[src/common/lsu_config.svh]
`ifndef LSU_CONFIG_SVH
`define LSU_CONFIG_SVH

// sizing for the load/store unit and its data memory

// data and address width
`define LSU_XLEN 32

// byte lanes per data word
`define LSU_STRB_W (`LSU_XLEN / 8)

// data memory size in words
// word index comes from the address bits above the byte offset
// higher address bits alias back onto the array
`define LSU_DMEM_WORDS 256

// entries in the request queue between issue and memory
`define LSU_FIFO_DEPTH 4

`endif
[src/common/lsu_pkg.sv]
`include "lsu_config.svh"

package lsu_pkg;

  // memory operations from execute
  typedef enum logic [3:0] {
    NONE = 4'd0,
    LB   = 4'd1,
    LH   = 4'd2,
    LW   = 4'd3,
    LBU  = 4'd4,
    LHU  = 4'd5,
    SB   = 4'd6,
    SH   = 4'd7,
    SW   = 4'd8
  } lsu_op_e;

  // one queued memory access
  // wdata and wstrb already sit on the addressed lanes
  typedef struct packed {
    logic                     store;
    lsu_op_e                  op;
    logic [`LSU_XLEN-3:0]     widx;
    logic [1:0]               offset;
    logic [`LSU_XLEN-1:0]     wdata;
    logic [`LSU_STRB_W-1:0]   wstrb;
  } mem_req_t;

  function automatic logic lsu_is_store(lsu_op_e op);
    return op inside {SB, SH, SW};
  endfunction

  function automatic logic lsu_is_load(lsu_op_e op);
    return op inside {LB, LH, LW, LBU, LHU};
  endfunction

  // access size in bytes, zero for anything that is not a memory op
  function automatic logic [2:0] lsu_access_bytes(lsu_op_e op);
    case (op)
      LB, LBU, SB: return 3'd1;
      LH, LHU, SH: return 3'd2;
      LW, SW:      return 3'd4;
      default:     return 3'd0;
    endcase
  endfunction

  // copy the store value onto every lane it could land on
  function automatic logic [`LSU_XLEN-1:0] lsu_lane_data(lsu_op_e op,
                                                         logic [`LSU_XLEN-1:0] src);
    case (lsu_access_bytes(op))
      3'd1:    return {(`LSU_XLEN / 8){src[7:0]}};
      3'd2:    return {(`LSU_XLEN / 16){src[15:0]}};
      default: return src;
    endcase
  endfunction

  // byte strobe from size and offset, empty for loads
  function automatic logic [`LSU_STRB_W-1:0] lsu_store_strobe(lsu_op_e op, logic [1:0] off);
    logic [`LSU_STRB_W-1:0] strb;
    strb = '0;
    if (lsu_is_store(op)) begin
      case (lsu_access_bytes(op))
        3'd1:    strb[0] = 1'b1;
        3'd2:    strb[1:0] = 2'b11;
        default: strb = '1;
      endcase
      strb = strb << off;
    end
    return strb;
  endfunction

endpackage

[src/common/mem_req_if.sv]
`timescale 1ns/1ps

// four-phase req/ack channel between the lsu blocks
// 1. issuer raises req with payload stable
// 2. server takes payload and raises ack
// 3. issuer drops req
// 4. server drops ack
// payload only moves while req and ack are both low
interface mem_req_if #(
  parameter type T = logic
);

  // driven by the issuer
  logic req;
  T     payload;

  // driven by the server
  logic ack;

  modport issuer (
    output req,
    output payload,
    input  ack
  );

  modport server (
    input  req,
    input  payload,
    output ack
  );

endinterface

[src/lsu/lsu_req_fifo.sv]
`timescale 1ns/1ps
`include "lsu_config.svh"

module lsu_req_fifo import lsu_pkg::*; #(
  parameter type T = mem_req_t
) (
  input  logic      i_clk,
  input  logic      i_rst,
  mem_req_if.server s_in,
  mem_req_if.issuer s_out
);

  localparam int unsigned DEPTH = `LSU_FIFO_DEPTH;
  localparam int unsigned PTR_W = (DEPTH > 1) ? $clog2(DEPTH) : 1;
  localparam int unsigned CNT_W = $clog2(DEPTH + 1);

  typedef enum logic {
    IN_IDLE,
    IN_ACK
  } in_state_e;

  typedef enum logic [1:0] {
    OUT_IDLE,
    OUT_REQ,
    OUT_DRAIN
  } out_state_e;

  T             mem [DEPTH];
  // head copy that stays put while req/ack are up
  T             head_q;
  logic [PTR_W-1:0] wr_ptr;
  logic [PTR_W-1:0] rd_ptr;
  logic [CNT_W-1:0] count;
  in_state_e    in_state;
  out_state_e   out_state;
  logic         full;
  logic         push;
  logic         pop;

  function automatic logic [PTR_W-1:0] ptr_next(logic [PTR_W-1:0] p);
    return (p == PTR_W'(DEPTH - 1)) ? '0 : p + 1'b1;
  endfunction

  assign full = (count == CNT_W'(DEPTH));
  // no ack without room, that stalls the issue stage
  assign push = (in_state == IN_IDLE) && s_in.req && !full;
  // head leaves as soon as memory acks it
  assign pop  = (out_state == OUT_REQ) && s_out.ack;

  // write side
  always_ff @(posedge i_clk) begin
    if (i_rst) begin
      in_state <= IN_IDLE;
      wr_ptr   <= '0;
    end else begin
      case (in_state)
        IN_IDLE: if (push) begin
          in_state <= IN_ACK;
          wr_ptr   <= ptr_next(wr_ptr);
        end
        default: if (!s_in.req) in_state <= IN_IDLE;
      endcase
    end
  end

  always_ff @(posedge i_clk) begin
    if (push) mem[wr_ptr] <= s_in.payload;
  end

  assign s_in.ack = (in_state == IN_ACK);

  // read side
  always_ff @(posedge i_clk) begin
    if (i_rst) begin
      out_state <= OUT_IDLE;
      rd_ptr    <= '0;
    end else begin
      case (out_state)
        OUT_IDLE: if (count != '0) out_state <= OUT_REQ;
        OUT_REQ: if (s_out.ack) begin
          out_state <= OUT_DRAIN;
          rd_ptr    <= ptr_next(rd_ptr);
        end
        default: if (!s_out.ack) out_state <= OUT_IDLE;
      endcase
    end
  end

  always_ff @(posedge i_clk) begin
    if ((out_state == OUT_IDLE) && (count != '0)) head_q <= mem[rd_ptr];
  end

  assign s_out.req     = (out_state == OUT_REQ);
  assign s_out.payload = head_q;

  // occupancy
  always_ff @(posedge i_clk) begin
    if (i_rst) begin
      count <= '0;
    end else if (push && !pop) begin
      count <= count + 1'b1;
    end else if (pop && !push) begin
      count <= count - 1'b1;
    end
  end

  // pointers meeting with entries held means every slot is taken
  a_no_overflow: assert property (
    @(posedge i_clk) disable iff (i_rst)
    push |-> !((wr_ptr == rd_ptr) && (count != '0))
  );

  // memory only acks an entry we actually hold
  a_no_underflow: assert property (
    @(posedge i_clk) disable iff (i_rst)
    $rose(s_out.ack) |-> (count != '0)
  );

endmodule

[src/flat_wrapper.sv]
// flat-port wrapper written by rule: the top's interface ports become plain ports
module lsu_req_fifo_flat import lsu_pkg::*;
#(
  parameter type T = mem_req_t
)
  (i_clk, i_rst, s_in_req, s_in_payload, s_in_ack, s_out_req, s_out_payload, s_out_ack);
  mem_req_if #(.T(T)) s_in_i ();
  mem_req_if #(.T(T)) s_out_i ();
  input  logic i_clk;
  input  logic i_rst;
  input wire logic [$bits(s_in_i.req)-1:0] s_in_req;
  input wire logic [$bits(s_in_i.payload)-1:0] s_in_payload;
  output wire logic [$bits(s_in_i.ack)-1:0] s_in_ack;
  output wire logic [$bits(s_out_i.req)-1:0] s_out_req;
  output wire logic [$bits(s_out_i.payload)-1:0] s_out_payload;
  input wire logic [$bits(s_out_i.ack)-1:0] s_out_ack;
  assign s_in_i.req = s_in_req;
  assign s_in_i.payload = s_in_payload;
  assign s_in_ack = s_in_i.ack;
  assign s_out_req = s_out_i.req;
  assign s_out_payload = s_out_i.payload;
  assign s_out_i.ack = s_out_ack;
  lsu_req_fifo #(.T(T)) u_core (.i_clk(i_clk), .i_rst(i_rst), .s_in(s_in_i), .s_out(s_out_i));
endmodule
[config.mk]
export PLATFORM = sky130hd
export DESIGN_NAME = lsu_req_fifo_flat
export DESIGN_NICKNAME = d
export VERILOG_FILES = /design/src/common/lsu_pkg.sv /design/src/common/mem_req_if.sv /design/src/lsu/lsu_req_fifo.sv /design/src/flat_wrapper.sv
export VERILOG_INCLUDE_DIRS = /design/src /design/src/common
export SDC_FILE = /design/constraint.sdc
export NUM_CORES = 1
export LEC_CHECK = 0
export BUFFER_PORTS_ARGS = -buffer_cell sky130_fd_sc_hd__buf_2
export CELL_PAD_IN_SITES_DETAIL_PLACEMENT = 0
export CELL_PAD_IN_SITES_GLOBAL_PLACEMENT = 1
export CORE_MARGIN = 3
export CORE_UTILIZATION = 50
export DETAILED_ROUTE_END_ITERATION = 6
export GPL_TIMING_DRIVEN = 0
export PLACE_DENSITY = 0.79
export SYNTH_ARGS = -nofsm -noshare
export SYNTH_HDL_FRONTEND = slang
export SYNTH_SLANG_ARGS = --single-unit
export TNS_END_PERCENT = 20
[constraint.sdc]
create_clock -name i_clk -period 3.9 [get_ports i_clk]
set_clock_uncertainty 0.05 [all_clocks]
set_input_delay 0.39 -clock i_clk [delete_from_list [all_inputs] [get_ports i_clk]]
set_output_delay 0.39 -clock i_clk [all_outputs]
set_load 0.05 [all_outputs]
=== Word level (Yosys, flattened, before mapping) ===
Memory sizes are Yosys's and may differ from the RTL's. A register that Yosys moved wholly into a read port is not among the register bits.
Index checks and enable logic that the tools add are counted.

* Memories kept: 1
* Register bits: 10
* Memory bits (writable): 292
* Output and inout port bits: 75
* Bits of input ports: 77
* Word-level logic and storage cells: 45

{| class="wikitable"
|+ Memory list
! name !! depth !! width !! read ports !! clocked after Yosys merged registers in !! wr ports !! line !! RTL
|-
| u_core.mem || 4 || 73 || 1 || 1 || 1 || lsu_req_fifo.sv:28 || <nowiki>T mem [DEPTH];</nowiki>
|}

* Bitwise logic cells: 1
* Muxes and demuxes: 12
* Add/sub/neg operators: 4
* Equality and inequality tests: 7
* Reductions and logical operators: 15

{| class="wikitable"
|+ Operators by type and width
! kind !! count
|-
| 2-to-1 mux 2 bit || 5
|-
| logical AND 1 bit || 6
|-
| 2-to-1 mux 3 bit || 2
|-
| adder 2 x 1 -> 2 bit (second input constant) || 2
|-
| equality test 2 bit (second input constant) || 2
|-
| 2-to-1 mux 1 bit || 4
|-
| inequality test 2 x 1 -> 1 bit (second input constant) || 2
|-
| case mux 2 bit (2 select lines) || 1
|-
| AND reduction 2 bit || 2
|-
| adder 3 x 1 -> 3 bit (second input constant) || 1
|-
| equality test 3 bit (second input constant) || 1
|-
| logical NOT 1 bit || 3
|-
| inequality test 3 x 2 -> 1 bit (second input constant) || 1
|-
| AND reduction 3 bit || 1
|-
| nonzero test 3 bit || 1
|-
| subtractor 3 x 1 -> 3 bit (second input constant) || 1
|-
| equality test 2 x 1 -> 1 bit (second input constant) || 1
|-
| logical NOT 2 bit || 1
|-
| nonzero test 2 bit || 1
|-
| inverter 1 bit || 1
|}

=== Logic depth before layout (Yosys ltp) ===
* Word-level depth: 7
* Mapped depth: 9
* Mapped depth without buffers: 8

=== Least setup slack after synthesis ===
Ideal clock, no wire load.

* Kind: register -> register
* Start: reg u_core.in_state (netlist: u_core.s_in.ack)
* End: mem u_core.mem[0][0] (netlist name), enable pin
* Cell stages (with the launch flop): 3
* Slack: 766 ps
* Setup time: 440 ps
* Period minus slack after synthesis: 3,134 ps
* Buffers on the path: 0
* Data arrival time: 2,644 ps
* Data required time: 3,410 ps
* Cells stage by stage: dfxtp_1 -> nor2b_1 -> and3_1

* Word-level cells in the longest chain between the ends: 5

{| class="wikitable"
|+ RTL lines
! what !! line !! RTL
|-
| start, declared || lsu_req_fifo.sv:34 || <nowiki>in_state_e in_state;</nowiki>
|-
| start signal, assigned || lsu_req_fifo.sv:53 || <nowiki>in_state <= IN_IDLE;</nowiki>
|-
| start signal, assigned || lsu_req_fifo.sv:58 || <nowiki>in_state <= IN_ACK;</nowiki>
|-
| start signal, assigned || lsu_req_fifo.sv:61 || <nowiki>default: if (!s_in.req) in_state <= IN_IDLE;</nowiki>
|-
| inverter 1 bit (no source line) || - ||
|-
| logical AND 1 bit (2 in a row) || lsu_req_fifo.sv:46 || <nowiki>assign push = (in_state == IN_IDLE) && s_in.req && !full;</nowiki>
|-
| 2-to-1 mux 1 bit || lsu_req_fifo.sv:67 || <nowiki>if (push) mem[wr_ptr] <= s_in.payload;</nowiki>
|-
| 2-to-1 mux 1 bit (implied by the code) || lsu_req_fifo.sv:67 ||
|-
| end, declared || lsu_req_fifo.sv:28 ||
|}

Every way passes these cells.

=== Worst setup path in the final report ===
* Start: reg u_core.in_state (netlist: u_core.s_in.ack)
* End: reg u_core.count[2]

* Word-level cells in the longest chain between the ends: 6
* Elaborated cells on any way between the ends: 8
* Classes of those cells: mux: 1; bitwise: 1; reduce/logical: 6

{| class="wikitable"
|+ RTL lines
! what !! line !! RTL
|-
| inverter 1 bit (no source line) (*) || - ||
|-
| logical AND 1 bit (*) (2 in a row) || lsu_req_fifo.sv:46 ||
|-
| logical NOT 1 bit || lsu_req_fifo.sv:102 || <nowiki>end else if (pop && !push) begin</nowiki>
|-
| logical AND 1 bit || lsu_req_fifo.sv:102 ||
|-
| nonzero test 2 bit (no source line) || - ||
|-
| end signal, assigned || lsu_req_fifo.sv:101 || <nowiki>count <= count + 1'b1;</nowiki>
|-
| end signal, assigned || lsu_req_fifo.sv:103 || <nowiki>count <= count - 1'b1;</nowiki>
|-
| end, declared || lsu_req_fifo.sv:33 || <nowiki>logic [CNT_W-1:0] count;</nowiki>
|}

Mark *: on every way between the ends. The rest lies on a longest branch, timed or not.
A chain may end at the register's enable or synchronous reset.

==> impl_table.tex <==
\begin{tabular}{lr}
\hline
Metric & Value \\
\hline
\multicolumn{2}{l}{\textbf{Yosys}} \\
\quad Total nets after synthesis & 597 \\
\quad Syn\_area\_per\_cell & 25.9 sq um \\
\quad Primary FF master, synth & edfxtp\_1 \\
\quad Count of flip-flops with a built-in enable after synthesis & 365 \\
\quad Netlist area before placement & 0.0133 sq mm \\
\quad Synthesis-stage register bit count & 375 \\
\quad Warning count from the yosys run & 0 \\
\quad Proportion of synthesized flip-flops having asynchronous set or reset & 0 \\
\quad Sequential cell area fraction in the yosys report & 0.839 \\
\quad Yosys cell types & 31 \\
\quad Number of instances in the synthesized netlist & 513 \\
\multicolumn{2}{l}{\textbf{Critical path}} \\
\quad Endpoint of the worst setup timing path & u\_core.count[2] \\
\quad Depth of the most critical reg-to-reg path & 8 \\
\quad Critical Path End Type & flip-flop \\
\quad Critical path launch point type & flip-flop \\
\quad Setup CP Type & flip-flop to flip-flop \\
\quad Largest stage delay on the critical path & 0.42 ns \\
\quad Cell breakdown of the critical path & nor2b\_1 -> and2\_4 -> ha\_1 -> inv\_1 -> fa\_1 -> xor2\_1 -> or3\_1 -> a21oi\_1 \\
\quad Arrival time of the worst setup path & 2.80 ns \\
\quad R2R Path End & u\_core.count[2] \\
\quad Critical Path Fanout Max & 8 \\
\quad Worst Setup SP & u\_core.s\_in.ack \\
\quad FF-to-FF Start & u\_core.s\_in.ack \\
\quad Flop-to-flop setup slack & 1.48 ns \\
\quad Standard cell with the maximum stage delay on the critical path & nor2b\_1 \\
\quad Critical path required time & 4.28 ns \\
\multicolumn{2}{l}{\textbf{Placed design}} \\
\quad DPL Wire Length & 14,000 um \\
\quad Routability cong. & 0.714 \\
\quad Cell count after placement & 1,005 \\
\quad DP Area & 0.0147 sq mm \\
\quad Input/output buffers & 151 \\
\multicolumn{2}{l}{\textbf{Clocking}} \\
\quad Post-cts sizing count & 0 \\
\quad Hold buffers post-CTS & 0 \\
\quad Clock-pin slew reported for the worst setup and hold paths after clock tree synthesis & 0.06 ns \\
\quad Number of levels in the clock H-tree & 2 \\
\quad Clock tree from TritonCTS & yes \\
\quad Number of buffers inserted to repair setup after CTS & 0 \\
\quad Maximum count of clock buffers along a single path & 3 \\
\quad Number of sinks on the clock net & 375 \\
\quad Number of buffers created by CTS & 38 \\
\quad Clock latency reported for the late side of the worst-skew pair & 0.50 ns \\
\quad Clock tree root driver cell & clkbuf\_16 \\
\multicolumn{2}{l}{\textbf{Final layout}} \\
\quad Non-filler instance count after layout & 1,071 \\
\quad P\&R area growth vs syn & 19.3\% \\
\quad Number of fill cells & 1,868 \\
\quad Number of nets in the final layout & 794 \\
\quad Proportion of layout cells with a drive suffix above 1 & 0.416 \\
\quad Final Cell Area & 0.0159 sq mm \\
\multicolumn{2}{l}{\textbf{Die}} \\
\quad Starting utilization of the core area & 0.509 \\
\quad Die height & 169 um \\
\quad Area of the die & 0.0286 sq mm \\
\quad I/O pin count & 152 \\
\quad \# rows & 59 \\
\quad Core area & 0.0261 sq mm \\
\quad Horizontal die dimension & 169 um \\
\multicolumn{2}{l}{\textbf{Global routing}} \\
\quad First-pass GRT wire length & 36,200 um \\
\quad Remaining global-route overflow & 0 \\
\quad Via count of the first global-routing pass & 6,465 \\
\quad GR Util All Layers & 0.165 \\
\quad Antenna violations before repair & 2 \\
\quad Pin count of the biggest net entering global routing & 51 \\
\multicolumn{2}{l}{\textbf{Timing}} \\
\quad Final hold violations & 0 \\
\quad Worst hold margin & 0.0468 ns \\
\quad Final setup fails & 0 \\
\quad Fin crit share & 0.619 \\
\quad Minimum clock period & 2.42 ns \\
\quad Tightest slew margin relative to the limit & 0.399 \\
\quad Transition at the pin with the smallest max-transition slack & 0.901 ns \\
\quad Max-slew violation count & 0 \\
\quad Unrepaired setup endpoints after global routing & no \\
\quad Peak clock frequency supported by timing & 0.414 GHz \\
\multicolumn{2}{l}{\textbf{Power}} \\
\quad Leakage power figure & 0.00532 uW \\
\quad Worst-case vdd ir drop & 0.465 mV \\
\quad Power density cells & 762 mW/mm\^{}2 \\
\multicolumn{2}{l}{\textbf{Job}} \\
\quad Max-capacitance violation count & 0 \\
\multicolumn{2}{l}{\textbf{Route}} \\
\quad Number of vias per cell after detailed routing & 5.49 \\
\quad Via count & 5,876 \\
\quad Final routed DRC violation total & 0 \\
\quad Wire length on met1 & 9400 um \\
\quad Metal2 WL & 11,600 um \\
\quad Average wire per standard cell & 21.3 um \\
\quad Uppermost metal layer occupied by signal nets & met5 \\
\quad Met3 routed WL & 1420 um \\
\quad Residual antenna-violating net count after detailed routing & 0 \\
\quad Number of search-and-repair iterations in the first detailed-routing pass & 4 \\
\quad DRT Wirelength & 22,900 um \\
\quad Violation count after the first detailed-route iteration & 415 \\
\multicolumn{2}{l}{\textbf{Outcome}} \\
\quad Status & finished clean \\
\multicolumn{2}{l}{\textbf{Worst hold path}} \\
\quad Type of the tightest min-delay check & input pin to flip-flop \\
\hline
\end{tabular}
==> registers in the layout, summed over array words and instances, names as in the netlist <==
name	count
u_core.rd_ptr	2
u_core.wr_ptr	2
u_core.count	3
u_core.mem	292
u_core.out_state	2
u_core.s_out.payload	73
u_core.s_in.ack	1
==> Yosys cell counts (3+ instances only) <==
cell | count | share of area
buf_4 | 3 | 0.0017
buf_6 | 7 | 0.0059
mux4_2 | 73 | 0.12
edfxtp_1 | 365 | 0.82
a21oi_1 | 4 | 0.0015
nor2_1 | 5 | 0.0014
clkbuf_1 | 3 | 0.00085
buf_2 | 5 | 0.0019
nand3_1 | 3 | 0.0011
ha_1 | 6 | 0.0056
and3_1 | 4 | 0.0019
dfxtp_1 | 10 | 0.015
==> cell usage in the layout (no fill, tap or decap), types with 2 or more instances in the layout <==
master     instances
edfxtp_1         365
buf_2            156
mux4_2            73
clkbuf_16         41
dfxtp_1           10
clkbuf_1           8
clkinv_1           8
buf_6              7
clkinv_2           7
ha_1               6
nor2_1             5
buf_16             5
and3_4             4
a21oi_1            4
buf_4              3
nand3_1            3
bufinv_16          3
inv_1              2
nor2b_1            2
or3_1              2
mux2i_1            2
xor2_1             2
nor3b_1            2
==> cell families (layout without fill, tap and decap cells) <==
logic type      Yosys count  after routing  synth area share
xor+xnor                  2              2           0.00132
other cells               0              1                 0
compound gates           10             10           0.00602
simple gates             23             23           0.00997
fa+ha+maj                 7              7           0.00715
mux                      75             75             0.125
flops                   375            375             0.839
buf+inv                  21            243            0.0112
==> report_power, final <==
part | leakage [uW] | switching, uW | internal (uW)
logic | 0.00129 | 2230 | 806
clock network | 0.000596 | 1380 | 2100
registers | 0.00344 | 208 | 5360
==> worst max-delay path, delay by kind of cell (launching register included) <==
family | cells | cell delay (ns)
AND/OR/NAND/NOR | 3 | 1.01
flip-flops | 1 | 0.33
buffers and inverters | 1 | 0.06
adder cells (fa/ha/maj) | 2 | 0.57
XOR/XNOR | 1 | 0.19
AO/OA/AOI/OAI | 1 | 0.15
==> layout make-up <==
| class | instances | area [sq um] | area share |
|---|---|---|---|
| sequential | 375 | 11200 | 0.703 |
| inverter | 3 | 11.3 | 0.000710 |
| buffer | 18 | 138 | 0.00867 |
| multi-input combinational | 117 | 2010 | 0.127 |
| clock buffer | 46 | 1040 | 0.0658 |
| antenna | 1 | 2.50 | 0.000158 |
| clock inverter | 19 | 168 | 0.0106 |
| timing repair buffer | 157 | 913 | 0.0576 |
| tap | 335 | 419 | 0.0264 |
==> worst min-delay path by stage <==
stage / from / to / slack (ns) / depth (start not counted)
CTS: s_in_payload[12] / u_core.mem[3][12] / 0.02 / 1
global placement: u_core.s_in.ack / u_core.s_in.ack / 0.45 / 2
floorplan: u_core.count[2] / u_core.count[2] / 0.43 / 2
detailed placement: u_core.out_state[1] / u_core.out_state[0] / 0.45 / 2
global route: s_in_payload[17] / u_core.mem[1][17] / 0.02 / 1
finish: s_in_payload[12] / u_core.mem[3][12] / 0.05 / 1
==> per-layer routing <==
| layer | vias up | GRT usage |
|---|---|---|
| met5 | - | 0 |
| met2 | 184 | 0.274 |
| met4 | 4 | 0.0430 |
| met1 | 3061 | 0.222 |
| li1 | 2580 | - |
| met3 | 47 | 0.0420 |
==> metrics by stage <==
step	TNS [ns]	utilization	setup slack [ns]	power (uW)
2_1_floorplan	0	-	0.766	7860
3_3_place_gp	-197.91	0.554	-0.622	8320
3_5_place_dp	0	0.561	1.31	8760
4_1_cts	0	0.607	1.47	12300
5_1_grt	0	0.607	1.32	12600
6_report	0	0.607	1.48	12100
Note: power is estimated with default switching activity, not from simulation.
